File: config.mk
export PLATFORM = sky130hd
export DESIGN_NAME = backend_core
export DESIGN_NICKNAME = d
export VERILOG_FILES = /design/src/source/pipe_pkg.sv /design/src/source/backend_core.sv /design/src/source/commit_stage.sv /design/src/source/exec_lane.sv /design/src/source/issue_queue.sv /design/src/source/pipe_control.sv
export VERILOG_INCLUDE_DIRS = /design/src /design/src/include
export SDC_FILE = /design/constraint.sdc
export NUM_CORES = 2
export LEC_CHECK = 0
export BUFFER_PORTS_ARGS = -buffer_cell sky130_fd_sc_hd__buf_2
export CAP_MARGIN = 10
export CORE_MARGIN = 10
export CORE_UTILIZATION = 23
export CTS_BUF_LIST = sky130_fd_sc_hd__clkbuf_2
export CTS_CLUSTER_DIAMETER = 40
export DETAILED_ROUTE_END_ITERATION = 10
export PLACE_DENSITY = 0.44
export SLEW_MARGIN = 20
export SYNTH_ARGS = -nofsm -noshare
export SYNTH_HDL_FRONTEND = slang
export SYNTH_SLANG_ARGS = --single-unit
File: constraint.sdc
create_clock -name clk -period 11.8 [get_ports clk]
set_input_delay 0.59 -clock clk [delete_from_list [all_inputs] [get_ports clk]]
set_output_delay 0.59 -clock clk [all_outputs]
set_load 0.02 [all_outputs]
File: src/include/pipe_defines.svh
`ifndef PIPE_DEFINES_SVH
`define PIPE_DEFINES_SVH

// one-bit flag type for stall and flush lines
typedef logic bool;

// flag levels, also used as case selector in priority decodes
`define true  1'b1
`define false 1'b0

`endif
File: src/source/pipe_pkg.sv
package pipe_pkg;

    // pipeline shape
    localparam int NUM_LANES = 3;
    localparam int IQ_DEPTH  = 8;
    localparam int DATA_W    = 16;
    localparam int TAG_W     = 8;

    // derived widths
    localparam int IQ_PTR_W     = $clog2(IQ_DEPTH);
    localparam int IQ_CNT_W     = $clog2(IQ_DEPTH + 1);
    localparam int SHAMT_W      = $clog2(DATA_W);
    localparam int PAYLOAD_W    = 2 * DATA_W;
    localparam int BR_PAD_W     = PAYLOAD_W - DATA_W - TAG_W;
    localparam int RESULT_W     = 32;
    localparam int RESULT_PAD_W = RESULT_W - TAG_W - DATA_W;

    typedef enum logic [2:0] {
        OP_ADD = 3'd0,
        OP_SUB = 3'd1,
        OP_AND = 3'd2,
        OP_XOR = 3'd3,
        OP_SHL = 3'd4,
        OP_MUL = 3'd5,
        OP_BEQ = 3'd6
    } op_e;

    // two operand view, used by every op except beq
    typedef struct packed {
        logic [DATA_W-1:0] a;
        logic [DATA_W-1:0] b;
    } arith_view_t;

    // beq view, taken when cmp is zero
    typedef struct packed {
        logic [DATA_W-1:0]   cmp;
        logic [TAG_W-1:0]    target;
        logic [BR_PAD_W-1:0] pad;
    } branch_view_t;

    typedef union packed {
        arith_view_t  arith;
        branch_view_t branch;
    } uop_payload_u;

    typedef struct packed {
        op_e          op;
        logic [TAG_W-1:0] tag;
        uop_payload_u payload;
    } uop_t;

    // slot 0 holds the oldest micro-op of the bundle
    typedef struct packed {
        logic [NUM_LANES-1:0] valid;
        uop_t [NUM_LANES-1:0] uop;
    } issue_bundle_t;

    typedef struct packed {
        logic             mul_busy;
        logic             taken;
        logic [TAG_W-1:0] target;
    } lane_status_t;

    typedef struct packed {
        logic [RESULT_PAD_W-1:0] pad;
        logic [TAG_W-1:0]        tag;
        logic [DATA_W-1:0]       value;
    } result_t;

    typedef struct packed {
        logic             valid;
        logic [TAG_W-1:0] target;
    } redirect_t;

endpackage

File: src/source/backend_core.sv
`timescale 1ns/1ps

module backend_core
    import pipe_pkg::*;
(
    input  logic      clk,
    input  logic      arst_n,
    input  logic      in_valid,
    output logic      in_ready,
    input  uop_t      in_uop,
    output logic      out_valid,
    input  logic      out_ready,
    output result_t   out_result,
    output redirect_t redirect
);

    // issue to lanes
    issue_bundle_t        issue_bundle;

    // controller outputs
    logic [2:0]           hold_mask;
    logic                 issue_stall;
    logic                 flush_front;
    logic [NUM_LANES-1:0] kill_mask;

    // lane outputs
    lane_status_t         lane_status [NUM_LANES];
    result_t              lane_result [NUM_LANES];
    logic [NUM_LANES-1:0] lane_valid;

    // commit back-pressure
    logic                 commit_busy;

    issue_queue u_issue_queue (
        .clk          (clk),
        .arst_n       (arst_n),
        .in_valid     (in_valid),
        .in_ready     (in_ready),
        .in_uop       (in_uop),
        .issue_stall  (issue_stall),
        .flush_front  (flush_front),
        .issue_bundle (issue_bundle)
    );

    pipe_control u_pipe_control (
        .lane_status (lane_status),
        .commit_busy (commit_busy),
        .hold_mask   (hold_mask),
        .issue_stall (issue_stall),
        .flush_front (flush_front),
        .kill_mask   (kill_mask),
        .redirect    (redirect)
    );

    // lane i takes bundle slot i
    for (genvar i = 0; i < NUM_LANES; i++) begin : g_lane
        exec_lane u_exec_lane (
            .clk          (clk),
            .arst_n       (arst_n),
            .issue_uop    (issue_bundle.uop[i]),
            .issue_valid  (issue_bundle.valid[i]),
            .hold_is_ex   (hold_mask[2]),
            .hold_ex_cmt  (hold_mask[1]),
            .kill         (kill_mask[i]),
            .lane_status  (lane_status[i]),
            .result       (lane_result[i]),
            .result_valid (lane_valid[i])
        );
    end

    commit_stage u_commit_stage (
        .clk         (clk),
        .arst_n      (arst_n),
        .lane_result (lane_result),
        .lane_valid  (lane_valid),
        .commit_busy (commit_busy),
        .out_valid   (out_valid),
        .out_ready   (out_ready),
        .out_result  (out_result)
    );

endmodule

File: src/source/commit_stage.sv
`timescale 1ns/1ps

module commit_stage
    import pipe_pkg::*;
(
    input  logic                 clk,
    input  logic                 arst_n,
    input  result_t              lane_result [NUM_LANES],
    input  logic [NUM_LANES-1:0] lane_valid,
    output logic                 commit_busy,
    output logic                 out_valid,
    input  logic                 out_ready,
    output result_t              out_result
);

    // one captured bundle, slot index equals lane index
    result_t              slot_result [NUM_LANES];
    logic [NUM_LANES-1:0] pending;
    logic [NUM_LANES-1:0] drain_onehot;
    logic                 multi;
    logic                 fire;

    // oldest undrained slot goes out first
    // invalid lanes never set pending, so they are skipped
    always_comb begin
        logic found;
        found        = 1'b0;
        drain_onehot = '0;
        out_result   = slot_result[0];
        for (int i = 0; i < NUM_LANES; i++) begin
            if (pending[i] && !found) begin
                found           = 1'b1;
                drain_onehot[i] = 1'b1;
                out_result      = slot_result[i];
            end
        end
    end

    assign out_valid = |pending;
    assign fire      = out_valid & out_ready;

    // more than one bit set
    assign multi = |(pending & (pending - 1'b1));

    // not busy means the buffer is empty or its last entry leaves now
    assign commit_busy = multi | (out_valid & ~out_ready);

    always_ff @(posedge clk or negedge arst_n) begin
        if (!arst_n) begin
            pending <= '0;
        end else if (!commit_busy) begin
            // next bundle replaces the drained one
            pending <= lane_valid;
        end else if (fire) begin
            pending <= pending & ~drain_onehot;
        end
    end

    // result payload, taken together with the bundle
    always_ff @(posedge clk) begin
        if (!commit_busy) begin
            for (int i = 0; i < NUM_LANES; i++) begin
                slot_result[i] <= lane_result[i];
            end
        end
    end

endmodule

File: src/source/exec_lane.sv
`timescale 1ns/1ps

module exec_lane
    import pipe_pkg::*;
(
    input  logic         clk,
    input  logic         arst_n,
    input  uop_t         issue_uop,
    input  logic         issue_valid,
    input  logic         hold_is_ex,
    input  logic         hold_ex_cmt,
    input  logic         kill,
    output lane_status_t lane_status,
    output result_t      result,
    output logic         result_valid
);

    logic              ex_valid;
    uop_t              ex_uop;
    logic              mul_done;
    logic              mul_busy;
    logic [DATA_W-1:0] mul_prod;
    logic [DATA_W-1:0] opnd_a;
    logic [DATA_W-1:0] opnd_b;
    logic [DATA_W-1:0] ex_value;
    logic              br_taken;

    // is_ex register, control part
    always_ff @(posedge clk or negedge arst_n) begin
        if (!arst_n) begin
            ex_valid <= 1'b0;
        end else if (!hold_is_ex) begin
            ex_valid <= issue_valid;
        end
    end

    // is_ex register, micro-op payload
    always_ff @(posedge clk) begin
        if (!hold_is_ex) begin
            ex_uop <= issue_uop;
        end
    end

    assign opnd_a = ex_uop.payload.arith.a;
    assign opnd_b = ex_uop.payload.arith.b;

    // first mul cycle raises mul_busy, second cycle has the product ready
    assign mul_busy = ex_valid & (ex_uop.op == OP_MUL) & ~mul_done;

    always_ff @(posedge clk or negedge arst_n) begin
        if (!arst_n) begin
            mul_done <= 1'b0;
        end else if (!hold_is_ex) begin
            mul_done <= 1'b0;
        end else if (mul_busy) begin
            mul_done <= 1'b1;
        end
    end

    // low half of the product only
    always_ff @(posedge clk) begin
        if (mul_busy) begin
            mul_prod <= opnd_a * opnd_b;
        end
    end

    // payload view follows the op, beq reads the branch view
    always_comb begin
        ex_value = '0;
        br_taken = 1'b0;
        case (ex_uop.op)
            OP_ADD: ex_value = opnd_a + opnd_b;
            OP_SUB: ex_value = opnd_a - opnd_b;
            OP_AND: ex_value = opnd_a & opnd_b;
            OP_XOR: ex_value = opnd_a ^ opnd_b;
            OP_SHL: ex_value = opnd_a << opnd_b[SHAMT_W-1:0];
            OP_MUL: ex_value = mul_prod;
            OP_BEQ: begin
                br_taken = (ex_uop.payload.branch.cmp == '0);
                // 1 when taken, 0 when not
                ex_value = DATA_W'(br_taken);
            end
            default: ex_value = '0;
        endcase
    end

    assign lane_status = '{
        mul_busy: mul_busy,
        taken:    ex_valid & br_taken,
        target:   ex_uop.payload.branch.target
    };

    // ex_cmt register, a held execute stage or a kill leaves a bubble
    always_ff @(posedge clk or negedge arst_n) begin
        if (!arst_n) begin
            result_valid <= 1'b0;
        end else if (!hold_ex_cmt) begin
            result_valid <= ex_valid & ~hold_is_ex & ~kill;
        end
    end

    always_ff @(posedge clk) begin
        if (!hold_ex_cmt) begin
            result <= '{pad: '0, tag: ex_uop.tag, value: ex_value};
        end
    end

endmodule

File: src/source/issue_queue.sv
`timescale 1ns/1ps

module issue_queue
    import pipe_pkg::*;
(
    input  logic          clk,
    input  logic          arst_n,
    input  logic          in_valid,
    output logic          in_ready,
    input  uop_t          in_uop,
    input  logic          issue_stall,
    input  logic          flush_front,
    output issue_bundle_t issue_bundle
);

    // circular storage, head is the oldest entry
    uop_t                mem [IQ_DEPTH];
    logic [IQ_PTR_W-1:0] head;
    logic [IQ_PTR_W-1:0] tail;
    logic [IQ_CNT_W-1:0] count;
    logic                push;
    logic [IQ_CNT_W-1:0] pop_n;

    // front-end back-pressure is just the fill level
    assign in_ready = (count != IQ_CNT_W'(IQ_DEPTH));

    // a push that lands on a flush belongs to the wrong path
    assign push = in_valid & in_ready & ~flush_front;

    // up to NUM_LANES head entries, masked when nothing may issue
    // so a valid slot here means the lane takes it at this edge
    always_comb begin
        logic [IQ_PTR_W-1:0] rd_idx;
        rd_idx = head;
        for (int i = 0; i < NUM_LANES; i++) begin
            issue_bundle.valid[i] = (count > IQ_CNT_W'(i)) & ~issue_stall;
            issue_bundle.uop[i]   = mem[rd_idx];
            // pointer wraps on its own width
            rd_idx = rd_idx + 1'b1;
        end
    end

    // valid slots are contiguous from slot 0
    always_comb begin
        pop_n = '0;
        for (int i = 0; i < NUM_LANES; i++) begin
            if (issue_bundle.valid[i]) begin
                pop_n = pop_n + 1'b1;
            end
        end
    end

    always_ff @(posedge clk or negedge arst_n) begin
        if (!arst_n) begin
            head  <= '0;
            tail  <= '0;
            count <= '0;
        end else if (flush_front) begin
            // drop every queued entry, pop is already blocked
            head  <= '0;
            tail  <= '0;
            count <= '0;
        end else begin
            if (push) begin
                tail <= tail + 1'b1;
            end
            head  <= head + IQ_PTR_W'(pop_n);
            count <= count + IQ_CNT_W'(push) - pop_n;
        end
    end

    // entry storage
    always_ff @(posedge clk) begin
        if (push) begin
            mem[tail] <= in_uop;
        end
    end

endmodule

File: src/source/pipe_control.sv
`timescale 1ns/1ps
`include "pipe_defines.svh"

module pipe_control
    import pipe_pkg::*;
(
    input  lane_status_t         lane_status [NUM_LANES],
    input  bool                  commit_busy,
    output logic [2:0]           hold_mask,
    output bool                  issue_stall,
    output bool                  flush_front,
    output logic [NUM_LANES-1:0] kill_mask,
    output redirect_t            redirect
);

    bool                  exec_stall;
    bool                  any_taken;
    logic [TAG_W-1:0]     taken_target;
    logic [NUM_LANES-1:0] younger_mask;

    // any multiplier in its first cycle stalls execute
    always_comb begin
        exec_stall = `false;
        for (int i = 0; i < NUM_LANES; i++) begin
            exec_stall = exec_stall | lane_status[i].mul_busy;
        end
    end

    // bit 2 is_ex, bit 1 ex_cmt, bit 0 unused
    // commit back-pressure wins over a multiply stall
    always_comb begin
        priority case (`true)
            commit_busy: hold_mask = 3'b110;
            exec_stall:  hold_mask = 3'b100;
            default:     hold_mask = 3'b000;
        endcase
    end

    // lane 0 is oldest, so the first taken lane found decides the redirect
    // everything above it in the bundle is younger
    always_comb begin
        any_taken    = `false;
        taken_target = '0;
        younger_mask = '0;
        for (int i = 0; i < NUM_LANES; i++) begin
            if (any_taken) begin
                younger_mask[i] = `true;
            end else if (lane_status[i].taken) begin
                any_taken    = `true;
                taken_target = lane_status[i].target;
            end
        end
    end

    // a branch sitting in a held execute stage waits until it moves on
    assign flush_front = any_taken & ~hold_mask[2];
    assign kill_mask   = {NUM_LANES{flush_front}} & younger_mask;

    // flush also blocks the pop so the next bundle is dropped with the queue
    assign issue_stall = commit_busy | exec_stall | flush_front;

    assign redirect = '{valid: flush_front, target: taken_target};

endmodule

==> metrics.cfg <==
[route]
wl_met3_um = 6790
detail_route.first_pass.iterations = 7
met1Wirelength_um = 66000
routed-via-count = 30700
drc = 0
highest-signal-layer = met5
detail_route.wirelength_um = 148000
drt_iter0_drc = 2198
wl_met2_um = 70900
detail_route.wl_per_cell_um = 21.8
vias_per_cell = 4.51
antenna_left = 0

[floorplan]
initial_core_util = 0.231
core_area_sq_um = 205000
floorplan_die_area_sq_um = 224000
boundaryPins = 90
die_w_um = 473
chipHeight_um = 473
placementRows = 166

[sta]
transition_at_the_pin_with_the_smallest_max_transition_slack_ps = 1120
skew_ps = 151
finalCriticalPeriod_ps = 5740
setup-tns-final_ps = 0
timing.max_slew.rel_slack = 0.244
share_of_the_clock_period_used_by_the_worst_path = 0.487
max_freq_mhz = 174
setup_violations = 0
finalHoldViolCount = 0
rsz0062_at_grt = no
maxSlewViolCount = 0

[setup_path]
critPathMaxStageDelay_ps = 550
r2r_slack_ps = 6060
critical_path.reg2reg.startpoint = g_lane[0].u_exec_lane.ex_uop[1]
critical-path-slowest-cell = sky130_fd_sc_hd__fa_1
reg2reg_to = g_lane[0].u_exec_lane.mul_prod[15]
crit_type = reg -> reg
worst_setup_path_end_kind = flip-flop
worstRegToRegCells = 19
cp_num_buf_inv = 5
wp_data_required_ps = 13180
crit_fanout = 32
worst_ep_arrival_time_ps = 7120
startpoint_type = flip-flop
delay_heaviest_family_cp = adder cells
timing.critical_path.cells = buf_4 > clkinv_1 > nor2_1 > fa_1 > inv_1 > fa_1 > inv_1 > fa_1 > fa_1 > inv_1 > fa_1 > fa_1 > xor2_1 > xnor2_1 > xnor2_1 > xnor2_1 > xnor2_1 > xnor2_1 > xnor2_1

[synthesis]
async_flop_share = 0.0320
synthMostInstantiatedCell = sky130_fd_sc_hd__edfxtp_1
synth_enable_flop_cells = 665
ys_types = 84
yosys.area_share.xor_xnor = 0.0385
netlist_area_sq_um = 47200
dominantRegCellSynth = sky130_fd_sc_hd__edfxtp_1
proportion_of_synthesized_area_in_mux_cells = 0.162
synth_top_family_by_area = adder cells
yosysWarnings = 0
post_synthesis_cell_count = 3739
fraction_of_the_mapped_netlist_area_in_adder_cells = 0.173
postSynthRegisterBits = 687
synthSimpleGateAreaFrac = 0.0832
post-synth-top-area-cell = sky130_fd_sc_hd__edfxtp_1
postSynthAreaPerCell_sq_um = 12.6
synth_compound_gate_area_share = 0.0580
synthDominantCellAreaShare = 0.423
synth_top_cells_by_count = 665 x sky130_fd_sc_hd__edfxtp_1, 392 x sky130_fd_sc_hd__inv_1, 330 x sky130_fd_sc_hd__nand2_1
ys_top_cells_by_area = sky130_fd_sc_hd__edfxtp_1 42%, sky130_fd_sc_hd__fa_1 10%, sky130_fd_sc_hd__mux4_2 8.8%
yosysSeqAreaShare = 0.434

[finish]
final_cell_area_sq_um = 53600
area_taken_by_flip_flops_and_latches_sq_um = 20500
layout.nets = 4513
utilization = 0.262
multiInputGateArea_sq_um = 24500
signed_area_change_from_the_synthesized_netlist_to_the_final_layout_pct = 13.4
nFillCells = 21400
layout-drive-gt1-share = 0.224

[hold_path]
hold-path-cell-count = 0
class_of_the_most_critical_hold_timing_path = reg -> reg
holdCritStartpoint = g_lane[2].u_exec_lane.result[2]
hold-path-endpoint = u_commit_stage.slot_result[0][50]

[placed_design]
post_dp_cell_area_sq_um = 50800
hpwl_um = 101000
finalWeightedCongestion = 0.823
numPortBuffers = 81

[cts]
htree_num_levels = 4
clk_pin_slew_ps = 110
tritoncts = built
worst_skew_late_latency_ps = 1660
sinks_on_the_clock_net = 687
setup_bufs_post_cts = 0
cts.root.buffer_cell = sky130_fd_sc_hd__clkbuf_2
cts.path.max_buffers = 3
tritoncts.num_buffers = 181

[outcome]
run_status = finished clean

[global_routing]
via_count_of_the_first_global_routing_pass = 32000
grt_use_total = 0.132
antenna_found_initial = 27
maximum_number_of_pins_on_one_net_before_global_route_repair = 136
grt_first_pass_wirelength_um = 221000
gr-total-overflow = 0

[job]
max-cap-violations = 0

worst max path at each step:
stage | from | end | slack, ps | depth (start not counted)
2_1_floorplan | g_lane[0].u_exec_lane.ex_uop[41] | u_issue_queue.mem[0][0] | 5090 | 8
3_3_place_gp | g_lane[0].u_exec_lane.ex_uop[1] | g_lane[0].u_exec_lane.mul_prod[15] | 6080 | 19
3_5_place_dp | g_lane[1].u_exec_lane.ex_uop[2] | g_lane[1].u_exec_lane.mul_prod[13] | 6060 | 21
4_1_cts | g_lane[1].u_exec_lane.ex_uop[18] | redirect[4] | 5950 | 8
5_1_grt | g_lane[0].u_exec_lane.ex_uop[1] | g_lane[0].u_exec_lane.mul_prod[15] | 5690 | 19
6_report | g_lane[0].u_exec_lane.ex_uop[1] | g_lane[0].u_exec_lane.mul_prod[15] | 6060 | 19
final cells by class:
cell class	count	area share
tap	2688	0.0627
timing repair buffer	241	0.0345
sequential	687	0.383
antenna	20	0.000934
multi-input combinational	2454	0.457
inverter	397	0.0281
clock buffer	255	0.0238
clock inverter	69	0.0102
cells in the final DEF, fill, tap and decap left out, types with 26 or more instances in the layout:
cell / synthesis / layout
sky130_fd_sc_hd__mux2i_1: 77 / 77
sky130_fd_sc_hd__mux2_2: 245 / 245
sky130_fd_sc_hd__o21ai_0: 124 / 124
sky130_fd_sc_hd__a21oi_1: 81 / 81
sky130_fd_sc_hd__xnor2_1: 139 / 138
sky130_fd_sc_hd__nor2_1: 150 / 144
sky130_fd_sc_hd__nor3_1: 28 / 26
sky130_fd_sc_hd__inv_1: 392 / 391
sky130_fd_sc_hd__xor2_1: 67 / 66
sky130_fd_sc_hd__fa_1: 245 / 245
sky130_fd_sc_hd__dlygate4sd3_1: 0 / 93
sky130_fd_sc_hd__mux4_2: 184 / 184
sky130_fd_sc_hd__nand2b_1: 26 / 26
sky130_fd_sc_hd__clkinv_1: 2 / 33
sky130_fd_sc_hd__edfxtp_1: 665 / 665
sky130_fd_sc_hd__buf_2: 19 / 81
sky130_fd_sc_hd__ha_1: 259 / 258
sky130_fd_sc_hd__buf_4: 11 / 66
sky130_fd_sc_hd__and2_1: 175 / 175
sky130_fd_sc_hd__nand2_1: 330 / 329
sky130_fd_sc_hd__clkbuf_2: 0 / 255
state kept, by name, summed over array words and instances (netlist names):
signal	flops
g_lane.u_exec_lane.ex_uop	105
u_issue_queue.tail	3
g_lane.u_exec_lane.result_valid	3
u_issue_queue.mem	344
g_lane.u_exec_lane.lane_status	24
g_lane.u_exec_lane.mul_done	3
g_lane.u_exec_lane.result	72
u_issue_queue.head	3
u_commit_stage.slot_result	72
u_commit_stage.pending	3
g_lane.u_exec_lane.ex_valid	3
g_lane.u_exec_lane.mul_prod	48
u_issue_queue.count	4
repair_timing:
item                                   4_1_cts  5_1_grt
hold buffers                                94        0
endpoints found under the hold margin      451        0
resized for setup                            0        0
per-layer routing:
layer  up-vias  global-route usage
met5         -                   0
met4        26              0.0443
met3       220              0.0218
met2       852               0.217
met1     15700               0.175
li1      14000                   -
kinds of logic (layout without fill, tap and decap cells):
family                   Yosys count  count (layout)
adder cells (fa/ha/maj)          505             505
other                              1              28
XOR/XNOR                         207             207
multiplexers                     506             506
flip-flops                       687             687
AO/OA/AOI/OAI                    414             414
AND/OR/NAND/NOR                  814             814
buffers and inverters            605             962
stage by stage:
stage	cells	hold slack, ps	worst slack [ps]
after floorplan	3746	294	5090
after global placement	6373	401	6080
after detailed placement	6373	405	6060
after CTS	6791	148	5950
after global routing	6805	199	5690
final	6811	378	6060
Power is not shown: default switching activity piles up to over one toggle a cycle in this logic, so the estimate is an artifact.
